===== src/common/core_pkg.sv =====
////////////////////
// shared constants and types for the sdr core
// register offsets, readback selectors, switch ports and FSM states
////////////////////

package core_pkg;

  ////////////////////
  // settings bus offsets
  ////////////////////
  localparam logic [10:0] sr_readback = 11'd0;
  localparam logic [10:0] sr_misc     = 11'd4;
  localparam logic [10:0] sr_test     = 11'd28;
  localparam logic [10:0] sr_xb_local = 11'd32;
  localparam logic [10:0] sr_spi      = 11'd64;

  ////////////////////
  // readback selectors
  ////////////////////
  typedef enum logic [4:0] {
    rb_misc   = 5'd1,
    rb_compat = 5'd2,
    rb_hash   = 5'd3,
    rb_pll    = 5'd4,
    rb_test   = 5'd24
  } rb_sel_e;

  // major 0xac, minor 255
  localparam logic [31:0] compat_word = {8'hac, 8'h00, 8'd255, 8'd0};
  localparam logic [31:0] bad_word    = 32'hdead_beef;

  // pps_select = 2 picks the internal pps
  localparam logic [31:0] misc_reset     = 32'h0000_0002;
  localparam logic [7:0]  xb_local_reset = 8'd40;

  ////////////////////
  // switch types
  ////////////////////
  typedef enum logic [0:0] {
    port_host  = 1'b0,
    port_radio = 1'b1
  } port_e;

  typedef enum logic [0:0] {
    rt_header = 1'b0,
    rt_body   = 1'b1
  } route_state_e;

  typedef enum logic [0:0] {
    sw_idle = 1'b0,
    sw_busy = 1'b1
  } sw_state_e;

endpackage

===== src/rtl/sdr_core.sv =====
`timescale 1ns/100ps
////////////////////
// bus-clock side of the sdr core
// settings registers, readback and the host/radio packet switch
////////////////////

module sdr_core #(
  parameter int          p_data_w     = 64,
  parameter logic [31:0] p_build_hash = 32'h5d1c_0a37
) (
  input  logic                bus_clk,
  input  logic                bus_rst,
  input  logic                i_set_stb,
  input  logic [31:0]         i_set_addr,
  input  logic [31:0]         i_set_data,
  input  logic [3:0]          i_tcxo_status,
  input  logic [1:0]          i_lock_signals,
  output logic [31:0]         o_rb_data,
  output logic [1:0]          o_pps_select,
  output logic                o_mimo,
  output logic                o_codec_arst,
  output logic                o_spi_select,
  // host side
  input  logic [p_data_w-1:0] i_h2s_tdata,
  input  logic                i_h2s_tlast,
  input  logic                i_h2s_tvalid,
  output logic                o_h2s_tready,
  output logic [p_data_w-1:0] o_s2h_tdata,
  output logic                o_s2h_tlast,
  output logic                o_s2h_tvalid,
  input  logic                i_s2h_tready,
  // radio side
  input  logic [p_data_w-1:0] i_ri_tdata,
  input  logic                i_ri_tlast,
  input  logic                i_ri_tvalid,
  output logic                o_ri_tready,
  output logic [p_data_w-1:0] o_ro_tdata,
  output logic                o_ro_tlast,
  output logic                o_ro_tvalid,
  input  logic                i_ro_tready
);

  core_pkg::rb_sel_e   rb_sel;
  logic [31:0]         test;
  logic [7:0]          xb_local;
  logic [p_data_w-1:0] h_data;
  logic [p_data_w-1:0] r_data;
  logic                h_last, h_valid, h_ready;
  logic                r_last, r_valid, r_ready;
  core_pkg::port_e     h_dest;
  core_pkg::port_e     r_dest;

  ////////////////////
  // registers and readback
  ////////////////////
  core_settings u_settings (
    .bus_clk(bus_clk), .bus_rst(bus_rst),
    .i_set_stb(i_set_stb), .i_set_addr(i_set_addr), .i_set_data(i_set_data),
    .o_rb_sel(rb_sel), .o_test(test), .o_pps_select(o_pps_select),
    .o_mimo(o_mimo), .o_codec_arst(o_codec_arst),
    .o_spi_select(o_spi_select), .o_xb_local(xb_local)
  );

  core_readback #(.p_build_hash(p_build_hash)) u_readback (
    .bus_clk(bus_clk), .bus_rst(bus_rst),
    .i_rb_sel(rb_sel), .i_test(test), .i_pps_select(o_pps_select),
    .i_spi_select(o_spi_select), .i_tcxo_status(i_tcxo_status),
    .i_lock_signals(i_lock_signals), .o_rb_data(o_rb_data)
  );

  ////////////////////
  // packet switch
  ////////////////////
  xbar_route #(.p_data_w(p_data_w)) u_route_host (
    .bus_clk(bus_clk), .bus_rst(bus_rst), .i_xb_local(xb_local),
    .i_tdata(i_h2s_tdata), .i_tlast(i_h2s_tlast), .i_tvalid(i_h2s_tvalid),
    .i_ready(h_ready), .o_tready(o_h2s_tready),
    .o_data(h_data), .o_last(h_last), .o_valid(h_valid), .o_dest(h_dest)
  );

  xbar_route #(.p_data_w(p_data_w)) u_route_radio (
    .bus_clk(bus_clk), .bus_rst(bus_rst), .i_xb_local(xb_local),
    .i_tdata(i_ri_tdata), .i_tlast(i_ri_tlast), .i_tvalid(i_ri_tvalid),
    .i_ready(r_ready), .o_tready(o_ri_tready),
    .o_data(r_data), .o_last(r_last), .o_valid(r_valid), .o_dest(r_dest)
  );

  xbar_switch #(.p_data_w(p_data_w)) u_switch (
    .bus_clk(bus_clk), .bus_rst(bus_rst),
    .i_data_0(h_data), .i_last_0(h_last), .i_valid_0(h_valid), .i_dest_0(h_dest),
    .i_data_1(r_data), .i_last_1(r_last), .i_valid_1(r_valid), .i_dest_1(r_dest),
    .i_ready_host(i_s2h_tready), .i_ready_radio(i_ro_tready),
    .o_ready_0(h_ready), .o_ready_1(r_ready),
    .o_tdata_host(o_s2h_tdata), .o_tlast_host(o_s2h_tlast),
    .o_tvalid_host(o_s2h_tvalid),
    .o_tdata_radio(o_ro_tdata), .o_tlast_radio(o_ro_tlast),
    .o_tvalid_radio(o_ro_tvalid)
  );

endmodule


===== src/xbar/xbar_switch.sv =====
`timescale 1ns/100ps
////////////////////
// two by two packet switch behind the routers
// round-robin grant per output, locked until tlast
////////////////////

module xbar_switch #(
  parameter int p_data_w = 64
) (
  input  logic                bus_clk,
  input  logic                bus_rst,
  input  logic [p_data_w-1:0] i_data_0,
  input  logic                i_last_0,
  input  logic                i_valid_0,
  input  core_pkg::port_e     i_dest_0,
  input  logic [p_data_w-1:0] i_data_1,
  input  logic                i_last_1,
  input  logic                i_valid_1,
  input  core_pkg::port_e     i_dest_1,
  input  logic                i_ready_host,
  input  logic                i_ready_radio,
  output logic                o_ready_0,
  output logic                o_ready_1,
  output logic [p_data_w-1:0] o_tdata_host,
  output logic                o_tlast_host,
  output logic                o_tvalid_host,
  output logic [p_data_w-1:0] o_tdata_radio,
  output logic                o_tlast_radio,
  output logic                o_tvalid_radio
);

  logic [p_data_w-1:0] in_data [2];
  core_pkg::port_e     in_dest [2];
  logic [1:0]          in_valid;
  logic [1:0]          in_last;
  logic [1:0]          in_ready;
  logic [1:0]          out_ready;
  logic [p_data_w-1:0] out_data [2];
  logic [1:0]          out_valid;
  logic [1:0]          out_last;
  // one-hot of the input each output is serving
  logic [1:0]          gnt_oh [2];

  assign in_data[0] = i_data_0;
  assign in_data[1] = i_data_1;
  assign in_dest[0] = i_dest_0;
  assign in_dest[1] = i_dest_1;
  assign in_valid   = {i_valid_1, i_valid_0};
  assign in_last    = {i_last_1, i_last_0};
  assign out_ready  = {i_ready_radio, i_ready_host};

  ////////////////////
  // per-output arbiter
  ////////////////////
  for (genvar o = 0; o < 2; o++) begin : g_out
    localparam core_pkg::port_e lp_port = core_pkg::port_e'(o);

    core_pkg::sw_state_e state_q;
    core_pkg::port_e     grant_q;
    core_pkg::port_e     prio_q;
    core_pkg::port_e     pick;
    logic [1:0]          req;
    logic                busy;
    logic                xfer;

    assign req[0] = in_valid[0] && (in_dest[0] == lp_port);
    assign req[1] = in_valid[1] && (in_dest[1] == lp_port);
    // preferred input first, else the other one
    assign pick = req[prio_q] ? prio_q : core_pkg::port_e'(~prio_q);
    assign busy = (state_q == core_pkg::sw_busy);
    assign xfer = busy && in_valid[grant_q] && out_ready[o];

    always_ff @(posedge bus_clk) begin
      if (bus_rst) begin
        state_q <= core_pkg::sw_idle;
        grant_q <= core_pkg::port_host;
        prio_q  <= core_pkg::port_host;
      end else begin
        case (state_q)
          core_pkg::sw_idle: begin
            if (|req) begin
              state_q <= core_pkg::sw_busy;
              grant_q <= pick;
              prio_q  <= core_pkg::port_e'(~pick);
            end
          end
          core_pkg::sw_busy: begin
            if (xfer && in_last[grant_q]) begin
              state_q <= core_pkg::sw_idle;
            end
          end
        endcase
      end
    end

    assign gnt_oh[o]    = busy ? (2'b01 << grant_q) : 2'b00;
    assign out_valid[o] = busy && in_valid[grant_q];
    assign out_last[o]  = in_last[grant_q];
    assign out_data[o]  = in_data[grant_q];
  end

  // ready back to each input from whichever output holds it
  assign in_ready[0] = (gnt_oh[0][0] & out_ready[0]) | (gnt_oh[1][0] & out_ready[1]);
  assign in_ready[1] = (gnt_oh[0][1] & out_ready[0]) | (gnt_oh[1][1] & out_ready[1]);

  assign o_ready_0      = in_ready[0];
  assign o_ready_1      = in_ready[1];
  assign o_tdata_host   = out_data[0];
  assign o_tlast_host   = out_last[0];
  assign o_tvalid_host  = out_valid[0];
  assign o_tdata_radio  = out_data[1];
  assign o_tlast_radio  = out_last[1];
  assign o_tvalid_radio = out_valid[1];

  // an input routes to one destination, so both arbiters never hold it
  a_one_grant: assert property (@(posedge bus_clk) disable iff (bus_rst)
    (gnt_oh[0] & gnt_oh[1]) == 2'b00);

endmodule


===== src/xbar/xbar_route.sv =====
`timescale 1ns/100ps
////////////////////
// per-input router for the packet switch
// decodes the header beat and holds the destination until tlast
////////////////////

module xbar_route #(
  parameter int p_data_w = 64
) (
  input  logic                bus_clk,
  input  logic                bus_rst,
  input  logic [7:0]          i_xb_local,
  input  logic [p_data_w-1:0] i_tdata,
  input  logic                i_tlast,
  input  logic                i_tvalid,
  input  logic                i_ready,
  output logic                o_tready,
  output logic [p_data_w-1:0] o_data,
  output logic                o_last,
  output logic                o_valid,
  output core_pkg::port_e     o_dest
);

  core_pkg::route_state_e state_q;
  core_pkg::port_e        dest_q;
  core_pkg::port_e        hdr_dest;
  logic                   xfer;

  assign xfer = i_tvalid && i_ready;

  ////////////////////
  // header decode
  ////////////////////
  // address bits 15..8, port in bit 0
  always_comb begin
    if (i_tdata[15:8] == i_xb_local) begin
      hdr_dest = core_pkg::port_e'(i_tdata[0]);
    end else begin
      hdr_dest = core_pkg::port_host;
    end
  end

  always_ff @(posedge bus_clk) begin
    if (bus_rst) begin
      state_q <= core_pkg::rt_header;
      dest_q  <= core_pkg::port_host;
    end else begin
      case (state_q)
        core_pkg::rt_header: begin
          // single beat packets stay in header state
          if (xfer && !i_tlast) begin
            state_q <= core_pkg::rt_body;
            dest_q  <= hdr_dest;
          end
        end
        core_pkg::rt_body: begin
          if (xfer && i_tlast) begin
            state_q <= core_pkg::rt_header;
          end
        end
      endcase
    end
  end

  // beat passes straight through
  assign o_valid  = i_tvalid;
  assign o_data   = i_tdata;
  assign o_last   = i_tlast;
  assign o_tready = i_ready;
  assign o_dest   = (state_q == core_pkg::rt_header) ? hdr_dest : dest_q;

endmodule


===== src/rtl/core_readback.sv =====
`timescale 1ns/100ps
////////////////////
// readback word selection for the settings bus
// pll lock bits are brought into bus_clk through two flops
////////////////////

module core_readback #(
  parameter logic [31:0] p_build_hash = 32'h0
) (
  input  logic              bus_clk,
  input  logic              bus_rst,
  input  core_pkg::rb_sel_e i_rb_sel,
  input  logic [31:0]       i_test,
  input  logic [1:0]        i_pps_select,
  input  logic              i_spi_select,
  input  logic [3:0]        i_tcxo_status,
  input  logic [1:0]        i_lock_signals,
  output logic [31:0]       o_rb_data
);

  logic [1:0] lock_meta;
  logic [1:0] lock_sync;

  ////////////////////
  // lock synchronizer
  ////////////////////
  always_ff @(posedge bus_clk) begin
    if (bus_rst) begin
      lock_meta <= 2'b00;
      lock_sync <= 2'b00;
    end else begin
      lock_meta <= i_lock_signals;
      lock_sync <= lock_meta;
    end
  end

  ////////////////////
  // readback mux
  ////////////////////
  always_comb begin
    case (i_rb_sel)
      core_pkg::rb_misc: begin
        o_rb_data = {25'd0, i_spi_select, i_tcxo_status, i_pps_select};
      end
      core_pkg::rb_compat: o_rb_data = core_pkg::compat_word;
      core_pkg::rb_hash:   o_rb_data = p_build_hash;
      core_pkg::rb_pll:    o_rb_data = {30'd0, lock_sync};
      core_pkg::rb_test:   o_rb_data = i_test;
      // unmapped selector
      default:             o_rb_data = core_pkg::bad_word;
    endcase
  end

endmodule


===== src/rtl/core_settings.sv =====
`timescale 1ns/100ps
////////////////////
// core control registers written over the strobe settings bus
// a write takes effect on the clock edge after the strobe
////////////////////

module core_settings (
  input  logic              bus_clk,
  input  logic              bus_rst,
  input  logic              i_set_stb,
  input  logic [31:0]       i_set_addr,
  input  logic [31:0]       i_set_data,
  output core_pkg::rb_sel_e o_rb_sel,
  output logic [31:0]       o_test,
  output logic [1:0]        o_pps_select,
  output logic              o_mimo,
  output logic              o_codec_arst,
  output logic              o_spi_select,
  output logic [7:0]        o_xb_local
);

  // only the low address bits are decoded
  logic [10:0] addr;
  logic [31:0] misc_q;

  assign addr = i_set_addr[10:0];

  ////////////////////
  // register file
  ////////////////////
  always_ff @(posedge bus_clk) begin
    if (bus_rst) begin
      o_rb_sel     <= core_pkg::rb_misc;
      o_test       <= 32'h0;
      misc_q       <= core_pkg::misc_reset;
      o_xb_local   <= core_pkg::xb_local_reset;
      o_spi_select <= 1'b0;
    end else if (i_set_stb) begin
      case (addr)
        core_pkg::sr_readback: begin
          o_rb_sel <= core_pkg::rb_sel_e'(i_set_data[4:0]);
        end
        core_pkg::sr_test: begin
          o_test <= i_set_data;
        end
        core_pkg::sr_misc: begin
          misc_q <= i_set_data;
        end
        core_pkg::sr_xb_local: begin
          o_xb_local <= i_set_data[7:0];
        end
        core_pkg::sr_spi: begin
          o_spi_select <= i_set_data[0];
        end
        default: begin
        end
      endcase
    end
  end

  // misc fields
  assign o_pps_select = misc_q[1:0];
  assign o_mimo       = misc_q[2];
  assign o_codec_arst = misc_q[3];

  // a strobe with a floating address would load an arbitrary register
  a_addr_known: assert property (@(posedge bus_clk) disable iff (bus_rst)
    i_set_stb |-> !$isunknown(i_set_addr));

endmodule


===== config.mk =====
export PLATFORM = sky130hd
export DESIGN_NAME = sdr_core
export DESIGN_NICKNAME = d
export VERILOG_FILES = /design/src/common/core_pkg.sv /design/src/rtl/sdr_core.sv /design/src/xbar/xbar_switch.sv /design/src/xbar/xbar_route.sv /design/src/rtl/core_readback.sv /design/src/rtl/core_settings.sv
export SDC_FILE = /design/constraint.sdc
export NUM_CORES = 1
export LEC_CHECK = 0
export BUFFER_PORTS_ARGS = -buffer_cell sky130_fd_sc_hd__buf_2
export CAP_MARGIN = 20
export CORE_AREA = 2 2 148 150
export DETAILED_ROUTE_END_ITERATION = 7
export DIE_AREA = 0 0 150 152
export GPL_ROUTABILITY_DRIVEN = 1
export SYNTH_ARGS = -nofsm -noshare
export SYNTH_HDL_FRONTEND = slang
export SYNTH_SLANG_ARGS = --single-unit

===== constraint.sdc =====
create_clock -name bus_clk -period 2 [get_ports bus_clk]
set_input_delay 0.2 -clock bus_clk [delete_from_list [all_inputs] [get_ports bus_clk]]
set_output_delay 0.2 -clock bus_clk [all_outputs]
set_load 0.02 [all_outputs]

== Word level (Yosys, flattened, before mapping) ==
Index checks and enable logic that the tools add are counted.
Storage, ports and cells
  memories kept: 0
  bits in read-only memories: 0
  flip-flop bits (word level): 64
  bits in writable memories: 0
  latch bits: 0
Operators by class
  add/subtract/negate cells: 0
  divide/modulo/power cells: 0
  reductions and logical operators: 30
  equality and inequality tests: 11
  order comparisons: 6
  bitwise gates (word level): 18
  $mul: 0
  shift operators: 2
  mux-type cells: 39
Operators with widths (number)
  $mux 64: 6
  $pmux 32 s5: 1
  $mux 1: 26
  $reduce_and 2->1: 9
  $eq 8x8->1: 2
  $logic_and 1x1->1: 16
  $eq 11x3->1 const B: 1
  $eq 11x5->1 const B: 1
  $eq 11x6->1 const B: 1
  $eq 11x7->1 const B: 1
  $logic_not 11->1: 1
  $eq 5x2->1 const B: 2
  $not 1->1: 10
  $lt 1x2->1 const B: 4
  $pmux 1 s2: 4
  $eq 5x1->1 const B: 1
  $eq 5x3->1 const B: 1
  $eq 5x5->1 const B: 1
  $and 1x1->1: 4
  $ge 2x2->1 const B: 2
  $mux 2: 2
  $not 1->2: 2
  $reduce_or 2->1: 2
  $shl 1x1->2 const A: 2
  other kinds (2): 4

== Logic depth before layout (Yosys ltp) ==
Gate-level depths: netlist of run 1.
  depth after elaboration: 9
  depth in mapped cells: 7
  depth with buffers taken out: 5

== By module ==
A second synthesis of run 1 with hierarchy kept.
Unflattened totals
  cell total of the unflattened synthesis: 689
  area total of the unflattened synthesis: 6291.0 um^2
Modules (own cells, without submodules)
  core_settings: times used 1, sequential area each 1001.0 um^2, area an instance 2203.4 um^2, cells each 212
  xbar_switch: times used 1, sequential area each 120.1 um^2, area an instance 1929.4 um^2, cells each 184
  xbar_route: times used 2, sequential area each 40.0 um^2, area an instance 685.7 um^2, cells each 90
  core_readback: times used 1, sequential area each 80.1 um^2, area an instance 787.0 um^2, cells each 113

== Least setup slack after synthesis of run 1 ==
No wires, ideal clock.
  kind: reg-to-reg
  start point: register u_switch.g_out[0].state_q
  end point: register u_route_host.dest_q
  buffers on the path: 1
  path slack: 0.128 ns
  setup time: 0.071 ns
  data required time: 1.929 ns
  arrival: 1.801 ns
  cell stages (with the launch flop): 7
  cells stage by stage: dfxtp_1 > clkbuf_1 > nand2_1 > o22ai_1 > nand2_1 > or4b_1 > a21oi_1
On the way
  longest elaborated chain between the ends: 6
RTL lines
  start: declaration: line xbar_switch.sv:58  | core_pkg::sw_state_e state_q;
  start signal: assignment: line xbar_switch.sv:75  | state_q <= core_pkg::sw_idle;
  start signal: assignment: line xbar_switch.sv:82  | state_q <= core_pkg::sw_busy;
  start signal: assignment: line xbar_switch.sv:89  | state_q <= core_pkg::sw_idle;
  $mux 2: line xbar_switch.sv:96  | assign gnt_oh[o] = busy ? (2'b01 << grant_q) : 2'b00;
  $and 1x1->1: line xbar_switch.sv:103  | assign in_ready[0] = (gnt_oh[0][0] & out_ready[0]) | (gnt_oh[1][0] & out_ready[1]);
  $or 1x1->1: line xbar_switch.sv:103
  net o_h2s_tready: line sdr_core.sv:27  | output logic o_h2s_tready,
  $logic_and 1x1->1: line xbar_route.sv:29  | assign xfer = i_tvalid && i_ready;
  $logic_and 1x1->1: line xbar_route.sv:51  | if (xfer && !i_tlast) begin
  $reduce_and 2->1 (no line)
  end signal: assignment: line xbar_route.sv:46  | dest_q <= core_pkg::port_host;
  end signal: assignment: line xbar_route.sv:53  | dest_q <= hdr_dest;
  end: declaration: line xbar_route.sv:25  | core_pkg::port_e dest_q;
The timed path passes the listed nets, and every way through them passes these cells.
A chain may end at the register's enable or synchronous reset.

== Final worst setup path of run 1 ==
  start point: register u_settings.o_rb_sel[3]
  end point: output o_rb_data[5]
On the way
  longest elaborated chain between the ends: 2
  elaborated cells on any way between the ends: 6
  classes of those cells: eq/ne (5); mux (1)
RTL lines
  start: declaration: line core_settings.sv:13  | output core_pkg::rb_sel_e o_rb_sel,
  start signal: assignment: line core_settings.sv:33  | o_rb_sel <= core_pkg::rb_misc;
  start signal: assignment: line core_settings.sv:41  | o_rb_sel <= core_pkg::rb_sel_e'(i_set_data[4:0]);
  $eq 5x5->1 (tied with other cells): line core_readback.sv:41  | case (i_rb_sel)
  $pmux 32 s5 (*): line core_readback.sv:41
  end: declaration: line sdr_core.sv:18  | output logic [31:0] o_rb_data,
Every way passes the cells marked *; elsewhere a longest branch is shown, timed or not.

==> impl_metrics.py, run 1 <==
metrics = {
    "placed_design": {
        "hpwl_mm": 16.16,
        "port_buffers": 356,
        "place_congestion": 0.8944,
    },
    "grt": {
        "track_usage": 0.1631,
        "grt_pass1_wl_mm": 28.72,
        "grt_max_degree": 59,
        "grt_pass1_vias": 4937,
        "overflow": 0,
        "antenna_found_initial": 1,
    },
    "synthesis": {
        "yosysWarnings": 0,
        "synth_edf_count": 0,
        "syn_avg_cell_area_um2": 9.454,
        "synth_top_area_cell": "mux2_2",
        "ys_top_cells_by_count": "mux2_2 (130), dfxtp_1 (64), nor2_1 (57)",
        "synth_top_cell_area_share": 0.3166,
        "yosysSeqAreaShare": 0.2771,
        "yosys_register_bits": 64,
        "ys.flop_type": "dfxtp_1",
        "synthCells": 489,
        "synth_area_um2": 4623,
        "synth_area_leaders": "mux2_2 (32%), dfxtp_1 (28%), mux2i_1 (11%), nor2_1 (4.6%), a21o_1 (2.9%)",
        "syn-num-nets": 696,
        "synthArstFlopShare": 0,
        "yosys.cell_types.count": 46,
        "synth.most_common_cell": "mux2_2",
    },
    "layout": {
        "area_growth_pct": 56.67,
        "drive_gt1_frac": 0.6462,
        "fin_nets": 1048,
        "fill_cells": 2264,
        "final_util": 0.3393,
    },
    "setup_path": {
        "worstPathRequired_ns": 1.80,
        "setup.worst_path.class": "reg2out",
        "regToRegSetupSlack_ns": 0.10,
        "critical_path_arrival_ns": 1.77,
        "r2r-end": "u_switch.g_out[1].prio_q",
        "rr_worst_depth": 5,
        "critPathMaxFanout": 8,
        "critPathLaunchType": "flop",
        "rr_startpoint": "u_settings.o_xb_local[5]",
        "end_kind": "output port",
    },
    "routing": {
        "ant_nets": 0,
        "drcViolationCount": 0,
        "dr.pass1.iters": 7,
        "vias": 5082,
        "routedWlPerCell_um": 17.63,
        "wl_mm": 19.86,
        "viasPerCell": 4.513,
        "drtIter0Drc": 281,
    },
    "die": {
        "die_area_um2": 22800,
        "num_rows": 54,
        "die_y_um": 152,
        "core-area_um2": 21350,
        "initial_core_util": 0.2165,
        "ios": 378,
        "die_w_um": 150,
    },
    "clock_network": {
        "clockBufferDepth": 2,
        "clkSlewWorstSetupHoldPaths_ns": 0.05,
        "cts_tree": "yes",
        "cts_num_sinks": 64,
        "cts_root_buffer": "clkbuf_16",
        "postCtsHoldBufs": 0,
        "clk_latency_ns": 0.32,
        "htreeDepth": 3,
        "cts_made_buffers": 9,
    },
    "timing": {
        "min_period_ns": 1.968,
        "slew_viol_final": 0,
        "rsz0062_at_grt": "yes",
        "finalSetupViolations": 0,
        "fin_crit_sh": 0.9841,
        "relSlewSlack": 0.7033,
        "finalHoldViolCount": 0,
        "tightest_slew_ns": 0.4437,
        "fmax_mhz": 508.1,
        "finClkSkew_ns": 0.003599,
        "tns_ns": 0,
    },
    "min_path": {
        "min_to": "u_readback.lock_meta[1]",
        "min_from": "i_lock_signals[1]",
        "hold_class": "in2reg",
        "min_delay_path_depth": 2,
    },
    "power_and_ir_drop": {
        "leakagePower_nw": 3.832,
        "vdd.ir_drop.worst_v": 0.0002839,
        "p_per_area_nw_per_um2": 545.9,
    },
    "outcome": {
        "status": "completed",
    },
    "run": {
        "drv_cap": 0,
    },
}
==> timing repair <==
item | 4_1_cts | 5_1_grt
gates cloned | 0 | 0
pin swaps | 0 | 2
setup buffers | 0 | 1
resized for setup | 8 | 19
setup endpoints to repair | 17 | 32
==> flip-flops by register name, indices dropped and copies added (netlist names), named ones only <==
name and count:
u_route_host.dest_q 1, u_settings.o_spi_select 1, u_settings.o_rb_sel 5, u_route_radio.dest_q 1
u_settings.o_xb_local 8, u_switch.g_out.busy 2, u_switch.g_out.grant_q 2, u_readback.lock_meta 2
u_settings.o_test 32, u_readback.lock_sync 2, u_settings.misc_q 4, u_switch.g_out.prio_q 2
==> final cells by class <==
type	count	area, um^2	share of cell area
inverters	2	7.507	0.001036
diodes	1	2.502	0.0003455
multi-input cells	388	3262	0.4503
well taps	280	350.3	0.04837
repair buffers	376	2021	0.2790
clock buffers	10	250.2	0.03455
flip-flops and latches	64	1296	0.1790
clock inverters	5	53.80	0.007428
==> layer usage <==
layer,share of wire,wire [um],GRT usage
met3,0.091,1811,0.05165
met1,0.45,8862,0.2178
met2,0.45,8883,0.2548
met5,0,0,0
met4,0.015,297,0.03998
==> stage by stage <==
| step | hold slack (ns) | instances | power, mW | setup WS [ns] | area (um^2) |
|---|---|---|---|---|---|
| 2_1_floorplan | 0.3016 | 489 | 1.886 | 0.1278 | 4623 |
| 3_3_place_gp | 0.4168 | 1110 | 2.384 | 0.1183 | 6843 |
| 3_5_place_dp | 0.4212 | 1110 | 2.388 | 0.1018 | 6843 |
| 4_1_cts | 0.08320 | 1125 | 3.999 | 0.001864 | 7167 |
| 5_1_grt | 0.09331 | 1126 | 4.136 | -0.03169 | 7243 |
| 6_report | 0.09284 | 1126 | 3.954 | 0.03177 | 7243 |
==> worst max-delay path by stage <==
stage | endpoint | cells past startpoint | start | slack [ns]
5_1_grt | o_rb_data[5] | 6 | u_settings.o_rb_sel[4] | -0.03
4_1_cts | o_rb_data[3] | 5 | u_settings.o_rb_sel[1] | 0.002
2_1_floorplan | u_route_host.dest_q | 6 | u_switch.g_out[0].busy | 0.13
6_report | o_rb_data[5] | 6 | u_settings.o_rb_sel[3] | 0.03
3_5_place_dp | u_switch.g_out[1].prio_q | 5 | u_settings.o_xb_local[5] | 0.10
3_3_place_gp | u_switch.g_out[1].prio_q | 5 | u_settings.o_xb_local[5] | 0.12
==> cell families (layout without fill, tap and decap cells) <==
kind of cell / count (synthesis) / after routing / synth area share
mux: 182 / 182 / 0.4292
simple gates: 134 / 134 / 0.1418
flops: 64 / 64 / 0.2771
compound gates: 54 / 54 / 0.08634
buf+inv: 37 / 393 / 0.03139
xor+xnor: 18 / 18 / 0.03410
other cells: 0 / 1 / 0
==> placed cells by master, fill, tap and decap left out, types with 4 or more instances in the layout <==
cell / Yosys / routed
dfxtp_1: 64 / 58
a221o_1: 4 / 4
buf_2: 5 / 353
buf_4: 0 / 13
mux2_2: 130 / 130
nand3_1: 9 / 8
nand2_1: 24 / 23
xor2_1: 11 / 11
a21o_1: 18 / 18
xnor2_1: 7 / 6
buf_6: 0 / 5
clkbuf_16: 0 / 10
nand4_1: 4 / 4
nor2_1: 57 / 54
nor2b_1: 6 / 5
a21oi_1: 10 / 9
mux2i_1: 52 / 52
buf_12: 0 / 5
nor3_1: 6 / 6
==> worst max-delay path, cell delays in order (launching register included) <==
cell and delay, ns:
dfxtp_2 0.37, and3b_1 0.21, and2_4 0.19, a21oi_4 0.04
nand2b_4 0.20, a221o_1 0.30, buf_6 0.14
==> report_power, final <==
group | internal (mW) | switching (mW) | total (mW)
clock | 1.03 | 0.563 | 1.59
combinational | 0.466 | 0.593 | 1.06
sequential | 1.28 | 0.0210 | 1.30
total | 2.78 | 1.18 | 3.95
No activity file was read; power rests on OpenSTA's default activity.
==> run 2: changes to the inputs <==
--- a/config.mk
+++ b/config.mk
@@ -7,9 +7,9 @@
 export LEC_CHECK = 0
 export BUFFER_PORTS_ARGS = -buffer_cell sky130_fd_sc_hd__buf_2
 export CAP_MARGIN = 20
-export CORE_AREA = 2 2 148 150
+export CORE_AREA = 5 5 143 145
 export DETAILED_ROUTE_END_ITERATION = 7
-export DIE_AREA = 0 0 150 152
+export DIE_AREA = 0 0 148 150
 export GPL_ROUTABILITY_DRIVEN = 1
 export SYNTH_ARGS = -nofsm -noshare
 export SYNTH_HDL_FRONTEND = slang
==> run 2 against run 1 <==
Effect of this change:
- setup slack better by 0.020 ns
- non-clock buffer count increased by 5
- die area is 2.6% lower
- fmax increased by 1.0%
- combinational power about the same
==> impl_metrics.py, run 2 (synthesis gave the netlist of run 1 again) <==
metrics = {
    "timing": {
        "slew_viol_final": 0,
        "tightest_slew_ns": 0.4073,
        "rsz0062_at_grt": "yes",
        "fmax_mhz": 513.4,
        "finalHoldViolCount": 0,
        "finalSetupViolations": 0,
        "relSlewSlack": 0.7276,
        "fin_crit_sh": 0.9739,
        "finClkSkew_ns": 0.006043,
        "min_period_ns": 1.948,
        "whs_ns": 0.1047,
    },
    "clock_network": {
        "cts_tree": "yes",
        "cts_num_sinks": 64,
        "cts_root_buffer": "clkbuf_16",
        "htreeDepth": 3,
        "clockBufferDepth": 2,
        "postCtsHoldBufs": 0,
        "clk_latency_ns": 0.33,
        "cts_made_buffers": 9,
        "clkSlewWorstSetupHoldPaths_ns": 0.05,
    },
    "layout": {
        "drive_gt1_frac": 0.6463,
        "reg_top3": "u_settings.o_test: 32 flops, u_settings.o_xb_local: 8 flops, u_settings.o_rb_sel: 5 flops",
        "layout_common_cells": "buf_2 (353), mux2_2 (130), dfxtp_1 (57)",
        "antenna_cells": 0,
        "fin_nets": 1053,
        "seqCellArea_um2": 1297,
        "fill_cells": 1999,
        "top_register": "u_settings.o_test",
        "largest_register_ffs": 32,
        "area_growth_pct": 55.99,
        "layout_commonest_cell": "buf_2",
        "final_area_um2": 7212,
        "multiInputGateArea_um2": 3249,
    },
    "routing": {
        "drtIter0Drc": 188,
        "routedWlPerCell_um": 19.57,
        "vias": 5119,
        "wl_mm": 21.31,
        "dr.pass1.iters": 4,
        "viasPerCell": 4.701,
        "drcViolationCount": 0,
        "ant_nets": 0,
    },
    "placed_design": {
        "hpwl_mm": 17.55,
        "place_congestion": 0.8773,
        "port_buffers": 356,
        "dpl-instance-area_um2": 6793,
    },
    "grt": {
        "antenna_found_initial": 0,
        "grt_pass1_wl_mm": 30.02,
        "grt_max_degree": 56,
        "overflow": 0,
        "grt_pass1_vias": 5049,
        "track_usage": 0.1765,
    },
    "outcome": {
        "status": "completed",
    },
    "power_and_ir_drop": {
        "leakagePower_nw": 3.851,
        "p_per_area_nw_per_um2": 539.0,
        "vdd.ir_drop.worst_v": 0.0003595,
    },
    "setup_path": {
        "critPathLaunchType": "flop",
        "regToRegSetupSlack_ns": 0.10,
        "rr_worst_depth": 5,
        "r2r-end": "u_switch.g_out[1].prio_q",
        "worstPathRequired_ns": 1.80,
        "setup.worst_path.end": "o_rb_data[5]",
        "end_kind": "output port",
        "critical_path_arrival_ns": 1.75,
        "startpoint": "u_settings.o_rb_sel[1]",
        "setup.worst_path.class": "reg2out",
        "rr_startpoint": "u_settings.o_xb_local[6]",
        "critPathMaxFanout": 8,
    },
    "die": {
        "ios": 378,
        "die_y_um": 150,
        "die_w_um": 148,
        "num_rows": 51,
        "core-area_um2": 19080,
        "initial_core_util": 0.2423,
        "die_area_um2": 22200,
    },
    "min_path": {
        "hold_class": "in2reg",
    },
    "run": {
        "drv_cap": 0,
    },
}
==> run 2: cell types whose count changed in the layout (fill, tap and decap cells not counted), sizes merged <==
cell | previous run | this run
clkbuf | 10 | 11
clkinv | 2 | 3
diode | 1 | 0
buf | 376 | 379
bufbuf | 0 | 1
==> run 2: power by group <==
part           internal [mW]  switching (mW)  leakage, nW
Clock                  0.958           0.560        0.143
Combinational          0.460           0.610         3.19
Sequential              1.28          0.0169        0.521
==> run 2: worst min-delay path by stage <==
stage | from | slack (ns) | cells after the start | to
global placement | i_set_data[30] | 0.43 | 3 | u_settings.o_test[30]
detailed placement | u_readback.lock_meta[0] | 0.43 | 1 | u_readback.lock_sync[0]
global route | i_set_data[27] | 0.10 | 3 | u_settings.o_test[27]
CTS | i_set_data[28] | 0.09 | 3 | u_settings.o_test[28]
floorplan | bus_rst | 0.30 | 1 | u_switch.g_out[1].grant_q
finish | i_set_data[28] | 0.10 | 3 | u_settings.o_test[28]
==> run 2: critical path, cell delays in order (launching register included) <==
cell and delay (ns):
dfxtp_2 0.34, and3b_1 0.23, and2_4 0.19, a21oi_2 0.05, nand2b_4 0.19, a221o_1 0.26
buf_2 0.16
==> run 2: area by class of cell <==
cell class	count	share of cell area
Clock buffer	10	0.03175
Tap cell	238	0.04129
Timing Repair Buffer	381	0.2873
Sequential cell	64	0.1799
Inverter	2	0.001041
Multi-Input combinational cell	388	0.4506
Clock inverter	6	0.008154
==> run 2: stage by stage <==
stage	worst slack (ns)	setup TNS, ns	utilization	total power, mW	cells
5_1_grt	-0.03074	-0.09788	0.3780	4.064	1089
3_5_place_dp	0.04697	0	0.3560	2.396	1070
6_report	0.05211	0	0.3780	3.887	1089
3_3_place_gp	0.02364	0	0.3560	2.395	1070
4_1_cts	0.002763	0	0.3746	3.944	1087
2_1_floorplan	0.1278	0	-	1.886	489
==> run 2: repair_timing <==
action                     in CTS  in global routing
setup endpoints to repair      19                 24
setup buffers                   0                  2
cloned                          1                  0
pin swaps                       1                  3
gates resized for setup        14                 13
==> run 2: per-layer routing <==
| layer | GRT usage | up-vias | part of all wire |
|---|---|---|---|
| li1 | - | 2504 | - |
| met1 | 0.2365 | 2387 | 0.43 |
| met2 | 0.2683 | 202 | 0.45 |
| met3 | 0.06511 | 26 | 0.097 |
| met4 | 0.04619 | 0 | 0.018 |
| met5 | 0 | - | 0 |
